==> config.mk <==
export PLATFORM = sky130hd
export DESIGN_NAME = periph_subsys
export DESIGN_NICKNAME = d
export VERILOG_FILES = /design/src/logic/periph_pkg.sv /design/src/logic/bus_decoder.sv /design/src/logic/irq_ctrl.sv /design/src/logic/periph_subsys.sv /design/src/logic/timer.sv
export VERILOG_INCLUDE_DIRS = /design/src /design/src/logic
export SDC_FILE = /design/constraint.sdc
export NUM_CORES = 1
export LEC_CHECK = 0
export ABC_AREA = 1
export ABC_CLOCK_PERIOD_IN_PS = 1500
export BUFFER_PORTS_ARGS = -buffer_cell sky130_fd_sc_hd__buf_2
export CORE_UTILIZATION = 50
export DETAILED_ROUTE_END_ITERATION = 12
export GPL_TIMING_DRIVEN = 0
export HOLD_SLACK_MARGIN = 0.05
export PLACE_DENSITY = 0.66
export SYNTH_ARGS = -nofsm -noshare
export SYNTH_HDL_FRONTEND = slang
export SYNTH_SLANG_ARGS = --single-unit
==> constraint.sdc <==
create_clock -name clk -period 1.5 [get_ports clk]
set_clock_uncertainty 0.1 [all_clocks]
set_input_delay 0.075 -clock clk [delete_from_list [all_inputs] [get_ports clk]]
set_output_delay 0.075 -clock clk [all_outputs]
set_load 0.01 [all_outputs]
==> src/logic/periph_cfg.svh <==
`ifndef PERIPH_CFG_SVH
`define PERIPH_CFG_SVH

// bus widths.
`define WORD_DATA_W      32
`define BUS_ADDR_W       4  // upper bits pick the slave, lower bits the register.
`define REG_ADDR_W       2

// bus direction encoding on rw.
`define BUS_READ         1'b1
`define BUS_WRITE        1'b0

// slave map on the upper address bits.
`define SLAVE_TIMER0     0
`define SLAVE_TIMER1     1
`define SLAVE_IRQ        2
`define SLAVE_UNMAPPED   3  // nothing lives here and the decoder answers itself.
`define NUM_SLAVES       3

`define NUM_TIMERS       2

// bit locations inside the timer control and interrupt words.
`define TIMER_START_LOC  0
`define TIMER_MODE_LOC   1
`define TIMER_IRQ_LOC    0

`endif

==> src/logic/periph_pkg.sv <==
`include "periph_cfg.svh"

package periph_pkg;

    // as_n in the request and rdy_n in the response are active low.
    typedef struct packed {
        logic                    as_n;
        logic                    rw;       // read is 1.
        logic [`BUS_ADDR_W-1:0]  addr;
        logic [`WORD_DATA_W-1:0] wr_data;
    } bus_req_t;

    typedef struct packed {
        logic [`WORD_DATA_W-1:0] rd_data;
        logic                    rdy_n;
    } bus_rsp_t;

    typedef enum logic [`REG_ADDR_W-1:0] {
        TIMER_CTRL    = 2'd0,
        TIMER_INTR    = 2'd1,
        TIMER_EXPR    = 2'd2,
        TIMER_COUNTER = 2'd3
    } timer_reg_e;

    typedef enum logic [`REG_ADDR_W-1:0] {
        IRQ_MASK   = 2'd0,
        IRQ_STATUS = 2'd1
    } irq_reg_e;

    typedef enum logic {
        ONE_SHOT = 1'b0,
        PERIODIC = 1'b1
    } timer_mode_e;

    // field order matches the control word layout.
    typedef struct packed {
        timer_mode_e mode;   // bit 1.
        logic        start;  // bit 0.
    } timer_ctrl_t;

endpackage

==> src/logic/bus_decoder.sv <==
`timescale 1ns/1ns
`include "periph_cfg.svh"

module bus_decoder
    import periph_pkg::*;
(
    input  logic                   clk,
    input  logic                   reset,
    input  bus_req_t               req,
    output logic [`NUM_SLAVES-1:0] cs_n,
    input  bus_rsp_t               slave_rsp [`NUM_SLAVES],
    output bus_rsp_t               rsp
);

    localparam int SEL_W = `BUS_ADDR_W - `REG_ADDR_W;

    logic [SEL_W-1:0] slave_sel;
    logic             unmap_rdy_n;

    assign slave_sel = req.addr[`BUS_ADDR_W-1:`REG_ADDR_W];

    always_comb begin
        for (int i = 0; i < `NUM_SLAVES; i++) begin
            cs_n[i] = !(!req.as_n && (slave_sel == SEL_W'(i)));
        end
    end

    // accesses to the hole in the map still complete, with zero data.
    always_ff @(posedge clk) begin
        if (reset) begin
            unmap_rdy_n <= 1'b1;
        end else begin
            unmap_rdy_n <= !(!req.as_n && (slave_sel == SEL_W'(`SLAVE_UNMAPPED)));
        end
    end

    always_comb begin
        rsp.rd_data = '0;  // the unmapped hole adds no data.
        rsp.rdy_n   = unmap_rdy_n;
        for (int i = 0; i < `NUM_SLAVES; i++) begin
            rsp.rd_data = rsp.rd_data | slave_rsp[i].rd_data;  // idle slaves drive zero.
            rsp.rdy_n   = rsp.rdy_n & slave_rsp[i].rdy_n;
        end
    end

endmodule

==> src/logic/irq_ctrl.sv <==
`timescale 1ns/1ns
`include "periph_cfg.svh"

module irq_ctrl
    import periph_pkg::*;
(
    input  logic                   clk,
    input  logic                   reset,
    input  logic                   cs_n,
    input  bus_req_t               req,
    input  logic [`NUM_TIMERS-1:0] timer_irq,
    output bus_rsp_t               rsp,
    output logic                   irq_out
);

    logic [`NUM_TIMERS-1:0]  mask;
    logic [`NUM_TIMERS-1:0]  status;
    logic [`WORD_DATA_W-1:0] rd_data;
    logic                    rdy_n;
    logic                    access;
    logic                    rd_en;
    logic                    wr_en;
    irq_reg_e                reg_sel;

    assign access  = !cs_n && !req.as_n;
    assign rd_en   = access && (req.rw == `BUS_READ);
    assign wr_en   = access && (req.rw == `BUS_WRITE);
    assign reg_sel = irq_reg_e'(req.addr[`REG_ADDR_W-1:0]);

    assign status = timer_irq & mask;  // timer levels pass through unlatched.

    assign rsp.rd_data = rd_data;
    assign rsp.rdy_n   = rdy_n;

    always_ff @(posedge clk) begin
        if (reset) begin
            rdy_n <= 1'b1;
        end else begin
            rdy_n <= !access;
        end
    end

    always_ff @(posedge clk) begin
        if (rd_en) begin
            case (reg_sel)
                IRQ_MASK:   rd_data <= `WORD_DATA_W'(mask);
                IRQ_STATUS: rd_data <= `WORD_DATA_W'(status);
                default:    rd_data <= '0;  // offsets 2 and 3 read as zero.
            endcase
        end else begin
            rd_data <= '0;
        end
    end

    // Status is read only, so only the mask takes writes.
    always_ff @(posedge clk) begin
        if (reset) begin
            mask <= '0;
        end else if (wr_en && (reg_sel == IRQ_MASK)) begin
            mask <= req.wr_data[`NUM_TIMERS-1:0];
        end
    end

    always_ff @(posedge clk) begin
        if (reset) begin
            irq_out <= 1'b0;
        end else begin
            irq_out <= |status;  // one cycle behind the levels and the mask.
        end
    end

endmodule

==> src/logic/periph_subsys.sv <==
`timescale 1ns/1ns
`include "periph_cfg.svh"

module periph_subsys
    import periph_pkg::*;
(
    input  logic     clk,
    input  logic     reset,
    input  bus_req_t req,
    output bus_rsp_t rsp,
    output logic     irq_out
);

    logic [`NUM_SLAVES-1:0] cs_n;
    bus_rsp_t               slave_rsp [`NUM_SLAVES];
    logic [`NUM_TIMERS-1:0] timer_irq;

    bus_decoder u_bus_decoder (
        .clk       (clk),
        .reset     (reset),
        .req       (req),
        .cs_n      (cs_n),
        .slave_rsp (slave_rsp),
        .rsp       (rsp)
    );

    timer u_timer0 (
        .clk   (clk),
        .reset (reset),
        .cs_n  (cs_n[`SLAVE_TIMER0]),
        .req   (req),
        .rsp   (slave_rsp[`SLAVE_TIMER0]),
        .irq   (timer_irq[0])
    );

    timer u_timer1 (
        .clk   (clk),
        .reset (reset),
        .cs_n  (cs_n[`SLAVE_TIMER1]),
        .req   (req),
        .rsp   (slave_rsp[`SLAVE_TIMER1]),
        .irq   (timer_irq[1])
    );

    // masks both timer levels into the single host interrupt.
    irq_ctrl u_irq_ctrl (
        .clk       (clk),
        .reset     (reset),
        .cs_n      (cs_n[`SLAVE_IRQ]),
        .req       (req),
        .timer_irq (timer_irq),
        .rsp       (slave_rsp[`SLAVE_IRQ]),
        .irq_out   (irq_out)
    );

endmodule

==> src/logic/timer.sv <==
`timescale 1ns/1ns
`include "periph_cfg.svh"

module timer
    import periph_pkg::*;
(
    input  logic     clk,
    input  logic     reset,
    input  logic     cs_n,
    input  bus_req_t req,
    output bus_rsp_t rsp,
    output logic     irq
);

    timer_ctrl_t             ctrl;
    logic [`WORD_DATA_W-1:0] expr_val;
    logic [`WORD_DATA_W-1:0] counter;
    logic [`WORD_DATA_W-1:0] rd_data;
    logic                    rdy_n;
    logic                    access;
    logic                    rd_en;
    logic                    wr_en;
    logic                    match;
    timer_reg_e              reg_sel;

    assign access  = !cs_n && !req.as_n;  // selected and strobed.
    assign rd_en   = access && (req.rw == `BUS_READ);
    assign wr_en   = access && (req.rw == `BUS_WRITE);
    assign reg_sel = timer_reg_e'(req.addr[`REG_ADDR_W-1:0]);

    // the compare only counts while the timer runs.
    assign match = ctrl.start && (counter == expr_val);

    assign rsp.rd_data = rd_data;
    assign rsp.rdy_n   = rdy_n;

    always_ff @(posedge clk) begin
        if (reset) begin
            rdy_n <= 1'b1;
        end else begin
            rdy_n <= !access;  // one cycle after the sampled strobe.
        end
    end

    always_ff @(posedge clk) begin
        if (rd_en) begin
            case (reg_sel)
                TIMER_CTRL:    rd_data <= `WORD_DATA_W'(ctrl);
                TIMER_INTR:    rd_data <= `WORD_DATA_W'(irq);
                TIMER_EXPR:    rd_data <= expr_val;
                TIMER_COUNTER: rd_data <= counter;
            endcase
        end else begin
            rd_data <= '0;  // idle slaves must not disturb the OR in the decoder.
        end
    end

    always_ff @(posedge clk) begin
        if (reset) begin
            ctrl <= '{mode: ONE_SHOT, start: 1'b0};
        end else if (wr_en && (reg_sel == TIMER_CTRL)) begin
            ctrl.start <= req.wr_data[`TIMER_START_LOC];
            ctrl.mode  <= timer_mode_e'(req.wr_data[`TIMER_MODE_LOC]);
        end else if (match && (ctrl.mode == ONE_SHOT)) begin
            ctrl.start <= 1'b0;
        end
    end

    always_ff @(posedge clk) begin
        if (reset) begin
            irq <= 1'b0;
        end else if (match) begin
            irq <= 1'b1;  // a match wins over a software clear.
        end else if (wr_en && (reg_sel == TIMER_INTR)) begin
            irq <= req.wr_data[`TIMER_IRQ_LOC];
        end
    end

    always_ff @(posedge clk) begin
        if (reset) begin
            expr_val <= '0;
        end else if (wr_en && (reg_sel == TIMER_EXPR)) begin
            expr_val <= req.wr_data;
        end
    end

    // Host writes override both the wrap and the increment.
    always_ff @(posedge clk) begin
        if (reset) begin
            counter <= '0;
        end else if (wr_en && (reg_sel == TIMER_COUNTER)) begin
            counter <= req.wr_data;
        end else if (match) begin
            counter <= '0;
        end else if (ctrl.start) begin
            counter <= counter + `WORD_DATA_W'(1);
        end
    end

endmodule
Yosys cells after proc, flatten, opt, wreduce, memory -nomap -nowiden

Index checks and enable logic that the tools add are counted.

$add $sub $neg: 2
Eq/ne operators: 8
Mux-type cells: 17
Bitwise operators: 9
Reduce and logical (&&, ||, !) cells: 40

Operators by type and width:

| cell                  | count |
|---|---|
| $pmux 32 s4           | 2 |
| $mux 32               | 6 |
| $add 32x1->32 const B | 2 |
| $eq 32x32->1          | 2 |
| $or 32x32->32         | 2 |
| $logic_and 1x1->1     | 26 |
| $eq 2x2->1 const B    | 4 |
| $mux 1                | 8 |
| $reduce_bool 2->1     | 4 |
| $reduce_bool 3->1     | 2 |
| $logic_not 1->1       | 5 |
| $eq 2x1->1 const B    | 2 |
| $logic_not 2->1       | 2 |
| $pmux 2 s2            | 1 |
| $and 1x1->1           | 3 |
| $not 1->1             | 3 |
| $and 2x2->2           | 1 |
| $reduce_or 2->1       | 1 |

Register bits after elaboration: 237
Input port bits: 40
Output and inout port bits: 34
Word-level logic and storage cells: 95

Logic depth before layout (Yosys ltp)

Gate-level depths: netlist (run 1).

Word-level depth: 7
Mapped depth: 12
Mapped depth without buffers: 11

By module

A second synthesis (run 1) with hierarchy kept.

Cells, all modules: 1977
Area total of the unflattened synthesis: 12440.7 µm²

By module, submodules not included:

| module            | instances | cells an instance | area each (µm²) | seq. area each (µm²) |
|---|---|---|---|---|
| timer at u_timer1 | 1         | 903               | 5851.9          | 2001.9 |
| timer at u_timer0 | 1         | 897               | 5661.7          | 2001.9 |
| irq_ctrl          | 1         | 68                | 494.2           | 120.1 |
| bus_decoder       | 1         | 109               | 432.9           | 20.0 |

Worst setup path before layout (run 1)

No wires, ideal clock.

Kind: reg2reg
From: reg u_timer0.counter[0]
To: reg u_timer0.counter[14]
Library setup time: 132 ps
Data arrival time: 1400 ps
Data required time: 1268 ps
Path slack: -132 ps
Stages on the path, launching flop included: 10
Path buffers: 0
Period minus slack after synthesis: 1632 ps
Cells stage by stage: dfxtp_1 -> ha_1 -> nand2_1 -> nor2_4 -> nand2_1 -> nor2_1 -> xor2_1 -> inv_1 -> nand4_1 -> a21oi_1

Word-level cells in the longest chain between the ends: 4
Elaborated cells between the ends (all ways): 7
Those cells by class: add/sub: 1; eq/ne: 1; mux: 3; reduce/logical: 2

Ends and longest elaborated chain:

| what                                          | RTL line                 | source |
|---|---|---|
| from (decl)                                   | timer.sv:17              | `` logic [`WORD_DATA_W-1:0] counter; `` |
| from (signal assigned)                        | timer.sv:92              | `counter <= req.wr_data;` |
| from (signal assigned)                        | timer.sv:96              | `` counter <= counter + `WORD_DATA_W'(1); `` |
| $add 32x1->32 or $eq 32x32->1 (tied branches) | timer.sv:96, timer.sv:32 |  |
| $mux 32 or $logic_and 1x1->1 (tied branches)  | timer.sv:95, timer.sv:32 |  |
| $mux 32                                       | timer.sv:93              | `end else if (match) begin` |
| $mux 32                                       | timer.sv:91              | `end else if (wr_en && (reg_sel == TIMER_COUNTER)) begin` |

Several ways; a longest one is shown, not always the timed one. The select of a mux whose other input is x is not followed.
A chain may end at the register's enable or synchronous reset.

Final worst setup path (run 1)

From: reg u_timer1.ctrl[0] (netlist bit)
To: reg u_timer1.counter[3]

Word-level cells in the longest chain between the ends: 3
Elaborated cells between the ends (all ways): 4
Those cells by class: mux: 2; reduce/logical: 2

Ends and longest elaborated chain:

| what                   | RTL line    | source |
|---|---|---|
| from (decl)            | timer.sv:15 | `timer_ctrl_t ctrl;` |
| from (signal assigned) | timer.sv:60 | `ctrl <= '{mode: ONE_SHOT, start: 1'b0};` |
| $logic_and 1x1->1      | timer.sv:32 | `assign match = ctrl.start && (counter == expr_val);` |
| $mux 32                | timer.sv:93 |  |
| $mux 32                | timer.sv:91 |  |
| to (signal assigned)   | timer.sv:92 |  |
| to (signal assigned)   | timer.sv:96 |  |
| to (decl)              | timer.sv:17 |  |

Several ways; a longest one is shown, not always the timed one.

==> results of run 1 <==
## power breakdown
part / total, uW / internal, uW / switching (uW)
clock network: 6830 / 4270 / 2550
registers: 5520 / 5460 / 58.2
logic: 1430 / 552 / 882
total: 13800 / 10300 / 3500
## cells in the mapped netlist (all sizes together), types with 21 or more instances
master and count:
nand3 68, xnor2 37, inv 268, nor2 188
nand2 517, nand4 69, dfxtp 207, a21oi 193
or2 30, o22ai 47, o21ai 94, clkbuf 45
buf 44, xor2 21
## metrics by stage
stage / util, % / setup TNS [ns] / setup WS [ns] / cell area [um^2]
4_1_cts: 65.92 / -15.54 / -0.2427 / 15010
6_report: 69.61 / -13.73 / -0.3091 / 15860
5_1_grt: 69.61 / -18.38 / -0.3613 / 15860
2_1_floorplan: - / -0.04012 / -0.01557 / 11790
3_5_place_dp: 55.06 / -48.25 / -0.6843 / 12540
3_3_place_gp: 55.06 / -49.07 / -0.6913 / 12540
## worst register-to-register path, delay by kind of cell (launching register included)
kind / cells / cell delay (ns)
buf+inv: 2 / 0.21
compound gates: 2 / 0.18
simple gates: 6 / 0.82
flops: 1 / 0.34
## path summary, 6_finish.rpt
check / start / cells after the start / slack (ns) / to
worst max register to register: u_timer1.ctrl[0] / 10 / -0.31 / u_timer1.counter[3]
worst max-delay path: u_timer1.ctrl[0] / 10 / -0.31 / u_timer1.counter[3]
worst min-delay path: req[37] / 6 / 0.05 / u_timer0.rd_data[0]
worst min register to register: u_timer1.expr_val[8] / 2 / 0.39 / u_timer1.rd_data[8]
## cell families after synthesis
family          Yosys count  synth area share (%)
compound gates          338                 15.08
xor+xnor                 58                 4.348
fa+ha+maj                 2                0.2141
buf+inv                 358                 12.19
flops                   207                 35.47
mux                       1               0.08567
simple gates            887                 32.62
## registers in the layout (all words and copies together) (netlist names)
name,flops
u_timer0.counter,32
u_timer1.rdy_n,1
u_bus_decoder.unmap_rdy_n,1
u_irq_ctrl.rd_data,2
u_irq_ctrl.rdy_n,1
u_timer0.rd_data,32
u_timer0.ctrl,2
u_timer0.rdy_n,1
u_timer0.irq,1
u_irq_ctrl.mask,2
u_timer1.rd_data,32
u_timer1.ctrl,2
u_timer1.expr_val,32
u_timer1.counter,32
u_timer1.irq,1
u_irq_ctrl.irq_out,1
u_timer0.expr_val,32
## cell type report
class / count / share of cell area (%)
Timing Repair Buffer: 205 / 10.23
Sequential cell: 207 / 27.55
Buffer: 79 / 2.825
Multi-Input combinational cell: 1287 / 44.57
Inverter: 269 / 6.565
Clock buffer: 31 / 4.340
Tap cell: 313 / 2.470
Clock inverter: 13 / 1.444
## routing by layer
| layer | global-route usage (%) | up-vias | wire length, um | share of wire, % |
|---|---|---|---|---|
| li1 | - | 6354 | - | - |
| met1 | 47.95 | 6082 | 18380 | 41 |
| met2 | 58.07 | 680 | 20570 | 46 |
| met3 | 3.593 | 147 | 3584 | 8.0 |
| met4 | 19.19 | 0 | 2341 | 5.2 |
| met5 | 0 | - | 0 | 0 |
## repair_timing
action / CTS / global route
setup endpoints to repair: 70 / 149
hold buffers: 51 / 4
pin swaps: 49 / 83
buffers inserted: 45 / 30
cloned: 5 / 0
resized for setup: 231 / 238
hold endpoints to repair: 136 / 3
==> impl_metrics.csv, run 1 <==
group,metric,value,unit
outcome,outcome,"finished, violations left",
outcome,violations,"setup timing",
floorplan,fp.dieW,154.9,um
floorplan,die_h,154.9,um
sta,hold_viol,0,
setup_path,crit_fanout,5,
yosys,synth_cell_types,39,
clock_network,cts-root-buf,"clkbuf_16",
yosys,synth_area,11680,um^2
sta,period_minus_slack,1.809,ns
setup_path,crit_buf_inv,2,
yosys,synthesis.nets,1893,
global_routing,grt_pass1_wl,66.68,mm
route,wl,44.88,mm
clock_network,cts_max_level,1,
sta,rsz0062_at_grt,"yes",
yosys,yosysSeqAreaShare,35.47,%
final_layout,nNetsFinal,2115,
setup_path,arrival,2.09,ns
global_routing,track_usage,36.11,%
final_layout,final_common_cell,"nand2_1",
setup_path,crit_chain,"buf_6 > clkinvlp_4 > a21oi_2 > nand3_1 > nor2_1 > nand2_2 > nor2_4 > nand2_4 > nand3_2 > a21oi_2",
setup_path,crit_path_top_delay_cell,"dfxtp_2",
final_layout,final_cell_mix,"458 x nand2_1, 219 x inv_1, 178 x a21oi_1",
final_layout,n_antenna_cell,0,
setup_path,start_kind,"register",
yosys,synth_top_area_share,35.47,%
final_layout,final-seq-area,4369,um^2
power,power,13780,uW
route,drt_iter0_drc,1289,
floorplan,ios,74,
setup_path,crit_family,"simple AND/OR/NAND/NOR gates",
worst_hold_path,hold_class,"input port to register",
placed_design,hpwl,31.36,mm
setup_path,slowest_delay,0.34,ns
sta,worst_pin_slew,0.9615,ns
global_routing,grt_pass1_vias,12040,
sta,drv_slew,0,
sta,finalSetupViolCount,69,
yosys,synth-edff-count,0,
global_routing,antenna_found_initial,0,
yosys,synthFlopType,"dfxtp_1",
clock_network,cts_tree,"yes",
clock_network,cts_buffers,24,
sta,fin_hold_ws,0.04670,ns
global_routing,grt_max_degree,14,
clock_network,path_clk_slew,0.06,ns
power,p_per_area,869.3,nW/um^2
placed_design,port-buffer-count,72,
route,ant_nets,0,
final_layout,layout-drive-gt1-share,28.65,%
route,drc_errors,0,
sta,relSlewSlack,35.90,%
route,viasPerCell,5.517,
sta,setup_ws,-0.3091,ns
job,maxCapViolCount,0,
setup_path,crit_path_frequent_cell,"a21oi_2",
final_layout,area_delta_synth_final,35.71,%
final_layout,instances_no_fill,2404,
floorplan,core.rowCount,55,
yosys,synth_warnings,0,
yosys,yosys-top-cells-area,"dfxtp_1 35%, nand2_1 16%, inv_1 8.4%",
placed_design,place_inst,2236,
route,routedWlPerCell,18.67,um
power,peakVddDrop,0.8177,mV
setup_path,cp.required,1.78,ns
clock_network,clkSinkCount,207,
yosys,ys_seq_elements,207,
yosys,async_flop_share,0,%
clock_network,worstSkewPairLatency,0.54,ns
power,p_leak,0.006624,uW
placed_design,place.gp.congestion,0.9712,
sta,period_share,120.6,%
setup_path,path_class,"register to register",
route,first_pass_iters,6,
floorplan,coreArea,22780,um^2
floorplan,initial_core_util,51.29,%
yosys,avgSynthCellArea,6.312,um^2
sta,fmax,552.8,MHz
clock_network,clk_path_buf_depth,3,
yosys,synthCells,1851,
final_layout,multi_input_area,7067,um^2
final_layout,fillers,1938,
setup_path,crit_path_end_kind,"register",
route,dr_total_vias,13260,
floorplan,dieArea,23980,um^2
global_routing,grt_overflow,0,
yosys,yosysTopAreaCell,"dfxtp_1",
Note: power is estimated with default switching activity, not from simulation.
==> run 2: changes to the inputs <==
CORE_UTILIZATION = 42   (was 50)
PLACE_DENSITY = 0.57   (was 0.66)
SKIP_CTS_REPAIR_TIMING = 1   (was unset)
==> run 2 against run 1 <==
The flow finishes with violations (hold timing, setup timing). Maximum frequency is 1.3% higher. Design area is 4.6% lower. Total power down 6.5%. Clock power is 14% lower. Critical path depth is the same. Combinational power is essentially flat. Register-to-register slack better by 0.02 ns. Wire length fell by 1.7%. Via count fell by 3.4%. Utilization decreased by 14 points. Critical path type unchanged. Critical endpoint is now u_timer0.counter[1]. Largest cell class unchanged. Highest routed layer unchanged.
==> impl_metrics.csv, run 2 (synthesis gave the netlist of run 1 again) <==
group,metric,value,unit
outcome,outcome,"finished, violations left",
outcome,violations,"hold timing, setup timing",
sta,period_minus_slack,1.785,ns
floorplan,coreArea,27100,um^2
final_layout,layout-drive-gt1-share,23.56,%
power,power,12890,uW
final_layout,finalCoreUtilization,55.83,%
setup_path,r2r_start,"u_timer0.counter[16]",
power,p_clk_share,45.7,%
setup_path,arrival,2.06,ns
placed_design,place.gp.congestion,0.9762,
final_layout,fillers,2725,
power,switching_share,26.95,%
setup_path,crit_fanout,5,
setup_path,endpoint,"u_timer0.counter[1]",
final_layout,final_common_cell,"nand2_1",
global_routing,track_usage,29.77,%
route,viasPerCell,5.272,
setup_path,crit_path_end_kind,"register",
clock_network,cts_buffers,24,
sta,worst_pin_slew,0.9662,ns
power,p_per_area,851.8,nW/um^2
floorplan,die_h,168.8,um
power,seq_power_share,43.1,%
global_routing,antenna_found_initial,0,
power,p_leak,0.006257,uW
sta,hold_viol,3,
route,routedWlPerCell,18.16,um
setup_path,r2r-end,"u_timer0.counter[1]",
placed_design,port-buffer-count,72,
power,peakVddDrop,0.6114,mV
floorplan,initial_core_util,43.11,%
route,drt_iter0_drc,1075,
floorplan,dieArea,28490,um^2
job,maxCapViolCount,0,
power,pwr-share-comb,11.2,%
global_routing,grt_pass1_wl,65.29,mm
setup_path,reg2reg_depth,10,
final_layout,nNetsFinal,2083,
final_layout,n_antenna_cell,0,
sta,finalSetupViolCount,75,
route,dr_total_vias,12820,
setup_path,start_kind,"register",
sta,rsz0062_at_grt,"yes",
clock_network,worstSkewPairLatency,0.53,ns
sta,setup_ws,-0.2854,ns
final_layout,final_cell_mix,"472 x nand2_1, 238 x inv_1, 188 x a21oi_1",
setup_path,r2r_slack,-0.29,ns
clock_network,clk_path_buf_depth,3,
setup_path,path_class,"register to register",
setup_path,cp.required,1.78,ns
power,internal_power,9415,uW
route,drc_errors,0,
sta,fin_hold_ws,-0.3003,ns
floorplan,ios,74,
clock_network,cts_max_level,1,
floorplan,fp.dieW,168.8,um
floorplan,core.rowCount,60,
clock_network,cts-root-buf,"clkbuf_16",
global_routing,grt_pass1_vias,11430,
clock_network,path_clk_slew,0.06,ns
power,p_sw,3473,uW
route,first_pass_iters,5,
clock_network,cts_tree,"yes",
route,wl,44.14,mm
placed_design,hpwl,32.97,mm
global_routing,grt_max_degree,15,
sta,period_share,119.0,%
sta,relSlewSlack,35.59,%
final_layout,area_delta_synth_final,29.50,%
sta,fmax,560.1,MHz
global_routing,grt_overflow,0,
worst_hold_path,hold_class,"input port to register",
sta,drv_slew,0,
clock_network,clkSinkCount,207,
route,ant_nets,0,
setup_path,startpoint,"u_timer0.counter[16]",
[run 2: power groups by stage]
stage	combinational, uW	clock, uW	sequential [uW]
3_3_place_gp	956	0	5710
4_1_cts	961	5950	5580
5_1_grt	1520	6190	5560
2_1_floorplan	571	0	5690
3_5_place_dp	958	0	5710
6_report	1440	5890	5560
[run 2: metal layers]
layer / global-route usage (%) / part of all wire, %
met4: 8.577 / 3.3
met2: 50.27 / 47
met1: 40.50 / 45
met5: 0 / 0
met3: 2.408 / 5.5
[run 2: worst min-delay path by stage]
stage,startpoint,end,slack (ns),depth (start not counted)
3_3_place_gp,req[35],u_bus_decoder.unmap_rdy_n,0.22,2
5_1_grt,req[35],u_bus_decoder.unmap_rdy_n,-0.30,2
4_1_cts,req[35],u_bus_decoder.unmap_rdy_n,-0.33,2
3_5_place_dp,req[35],u_bus_decoder.unmap_rdy_n,0.22,2
2_1_floorplan,req[33],u_irq_ctrl.rd_data[1],0.06,1
6_report,req[35],u_bus_decoder.unmap_rdy_n,-0.30,2
[run 2: critical path, stage by stage, from the launching register on]
cell and delay (ns):
dfxtp_2 0.39, inv_1 0.11, nand2_1 0.09, nand4_1 0.10
nor2_1 0.13, nand2_1 0.10, nor2_4 0.16, nand2_4 0.12
clkbuf_16 0.19, nand4_1 0.08, a21oi_1 0.07
[run 2: final cells by class]
cell class	count	area [um^2]	area share [%]
sequential	207	4273	28.24
inverter	269	1021	6.748
multi-input combinational	1288	6779	44.80
buffer	87	531.8	3.514
clock inverter	16	133.9	0.8848
tap	372	465.4	3.076
clock buffer	28	656.9	4.341
timing repair buffer	164	1270	8.393
[run 2: stage by stage]
step / hold slack (ns) / worst slack (ns) / TNS, ns / cells / instance area, um^2
final: -0.3003 / -0.2854 / -15.35 / 2431 / 15130
after global routing: -0.3016 / -0.3806 / -23.89 / 2431 / 15130
after CTS: -0.3278 / -0.7044 / -34.21 / 2339 / 13410
after detailed placement: 0.2212 / -0.7057 / -56.57 / 2295 / 12620
after global placement: 0.2170 / -0.6762 / -54.62 / 2295 / 12620
after floorplan: 0.06401 / -0.01557 / -0.04012 / 1851 / 11790
==> run 3: changes to the inputs <==
PLACE_DENSITY = 0.59   (was 0.57)
==> run 3 against run 2 <==
The run still ends with hold timing, setup timing left. Critical path depth unchanged. Clock power up 16%. Via count down 0.81%.
==> impl_metrics.csv, run 3 (synthesis gave the netlist of run 1 again) <==
group,metric,value,unit
power,p_per_area,910.9,nW/um^2
route,wl,43.76,mm
power,p_clk_share,49.4,%
placed_design,placed_cell_area,12620,um^2
clock_network,clk_path_buf_depth,3,
setup_path,arrival,2.05,ns
power,internal_power,10450,uW
global_routing,grt_pass1_wl,64.48,mm
job,maxCapViolCount,0,
final_layout,final_cell_area,15170,um^2
floorplan,coreArea,27100,um^2
worst_hold_path,hold_class,"input port to register",
placed_design,place.gp.congestion,0.9638,
final_layout,fillers,2669,
floorplan,core.rowCount,60,
final_layout,final_cell_mix,"489 x nand2_1, 234 x inv_1, 182 x a21oi_1",
clock_network,path_clk_slew,0.06,ns
route,first_pass_iters,6,
global_routing,grt_overflow,0,
sta,finalSetupViolCount,97,
global_routing,grt_max_degree,13,
clock_network,worstSkewPairLatency,0.52,ns
sta,fmax,556.1,MHz
route,viasPerCell,5.231,
power,pwr-share-comb,10.4,%
setup_path,crit_path_end_kind,"register",
sta,worst_pin_slew,0.9392,ns
global_routing,grt_pass1_vias,11390,
clock_network,cts_tree,"yes",
final_layout,n_antenna_cell,0,
outcome,outcome,"finished, violations left",
final_layout,nNetsFinal,2084,
sta,relSlewSlack,37.38,%
placed_design,hpwl,32.71,mm
worst_hold_path,hp-start,"req[35]",
power,power,13820,uW
final_layout,multi_input_area,6685,um^2
setup_path,reg2reg_depth,10,
power,seq_power_share,40.2,%
sta,period_share,119.9,%
final_layout,area_delta_synth_final,29.81,%
global_routing,track_usage,29.55,%
setup_path,r2r-end,"u_timer0.counter[27]",
power,p_sw,3369,uW
clock_network,cts_max_level,1,
setup_path,cp.required,1.76,ns
route,drc_errors,0,
route,dr_total_vias,12710,
sta,hold_viol,3,
floorplan,die_h,168.8,um
sta,drv_slew,0,
power,switching_share,24.38,%
power,p_leak,0.006277,uW
clock_network,cts_buffers,25,
route,ant_nets,0,
worst_hold_path,min_path_cells,2,
final_layout,instances_no_fill,2430,
sta,rsz0062_at_grt,"yes",
setup_path,r2r_slack,-0.30,ns
global_routing,antenna_found_initial,0,
floorplan,dieArea,28490,um^2
placed_design,port-buffer-count,72,
sta,period_minus_slack,1.798,ns
final_layout,final_common_cell,"nand2_1",
outcome,violations,"hold timing, setup timing",
floorplan,fp.dieW,168.8,um
sta,fin_hold_ws,-0.3050,ns
clock_network,clkSinkCount,207,
setup_path,r2r_start,"u_timer0.counter[18]",
setup_path,start_kind,"register",
floorplan,initial_core_util,43.11,%
floorplan,ios,74,
placed_design,place_inst,2295,
final_layout,layout-drive-gt1-share,22.69,%
sta,setup_ws,-0.2981,ns
worst_hold_path,min_to,"u_bus_decoder.unmap_rdy_n",
final_layout,final-seq-area,4288,um^2
power,peakVddDrop,0.6198,mV
setup_path,crit_fanout,7,
setup_path,path_class,"register to register",
clock_network,cts-root-buf,"clkbuf_16",
route,routedWlPerCell,18.01,um
route,drt_iter0_drc,1296,
==> run 3: cell count changes in the layout (fill, tap and decap cells not counted), sizes merged <==
cell / change
clkinvlp: -6
bufinv: +5
nand2: -1
clkbuf: +7
clkinv: -6
inv: +1
buf: -1
==> run 3: worst max path at each step <==
stage | from | to | slack [ns] | cells after the start
2_1_floorplan | u_timer0.counter[0] | u_timer0.counter[18] | -0.02 | 8
6_report | u_timer0.counter[18] | u_timer0.counter[27] | -0.30 | 10
3_5_place_dp | reset | u_timer0.counter[7] | -0.72 | 4
3_3_place_gp | reset | u_timer0.counter[6] | -0.71 | 4
4_1_cts | u_timer0.counter[27] | u_timer0.counter[4] | -0.68 | 11
5_1_grt | u_timer0.counter[2] | u_timer0.counter[31] | -0.38 | 12
==> run 3: layer usage <==
| layer | vias up | GRT usage, % | routed length (um) | part of all wire [%] |
|---|---|---|---|---|
| met1 | 5863 | 40.11 | 19240 | 44 |
| li1 | 6300 | - | - | - |
| met5 | - | 0 | 0 | 0 |
| met2 | 453 | 48.74 | 20440 | 47 |
| met4 | 0 | 10.79 | 1473 | 3.4 |
| met3 | 96 | 2.712 | 2602 | 5.9 |
==> run 3: power by group through the flow <==
stage	logic (uW)	registers, uW	clock network [uW]
CTS	959	5590	6880
finish	1440	5550	6820
global placement	953	5710	0
detailed placement	956	5710	0
floorplan	571	5690	0
global route	1520	5560	7110
==> run 3: cell type report <==
cell class                 count  share of cell area (%)
sequential                   207                   28.27
clock inverter                10                   1.361
clock buffer                  33                   4.719
multi-input combinational   1287                   44.08
tap                          372                   3.069
buffer                        88                   3.531
timing repair buffer         164                   8.208
inverter                     269                   6.765
==> run 3: critical path, cell delays in order, from the launching register on <==
cell and delay [ns]:
dfxtp_1 0.31, clkbuf_4 0.19, xnor2_2 0.13, nand2_1 0.07
nor2_1 0.12, nand2_1 0.10, nor2_4 0.15, nand2_4 0.13
clkbuf_16 0.19, nand4_1 0.07, a21oi_1 0.07
==> run 3: stage by stage <==
| step | util (%) | setup WS (ns) | setup TNS [ns] |
|---|---|---|---|
| 2_1_floorplan | - | -0.01557 | -0.04012 |
| 3_3_place_gp | 46.55 | -0.7071 | -68.23 |
| 3_5_place_dp | 46.55 | -0.7232 | -71.86 |
| 4_1_cts | 49.95 | -0.6793 | -34.23 |
| 5_1_grt | 55.96 | -0.3807 | -26.35 |
| 6_report | 55.96 | -0.2981 | -18.57 |
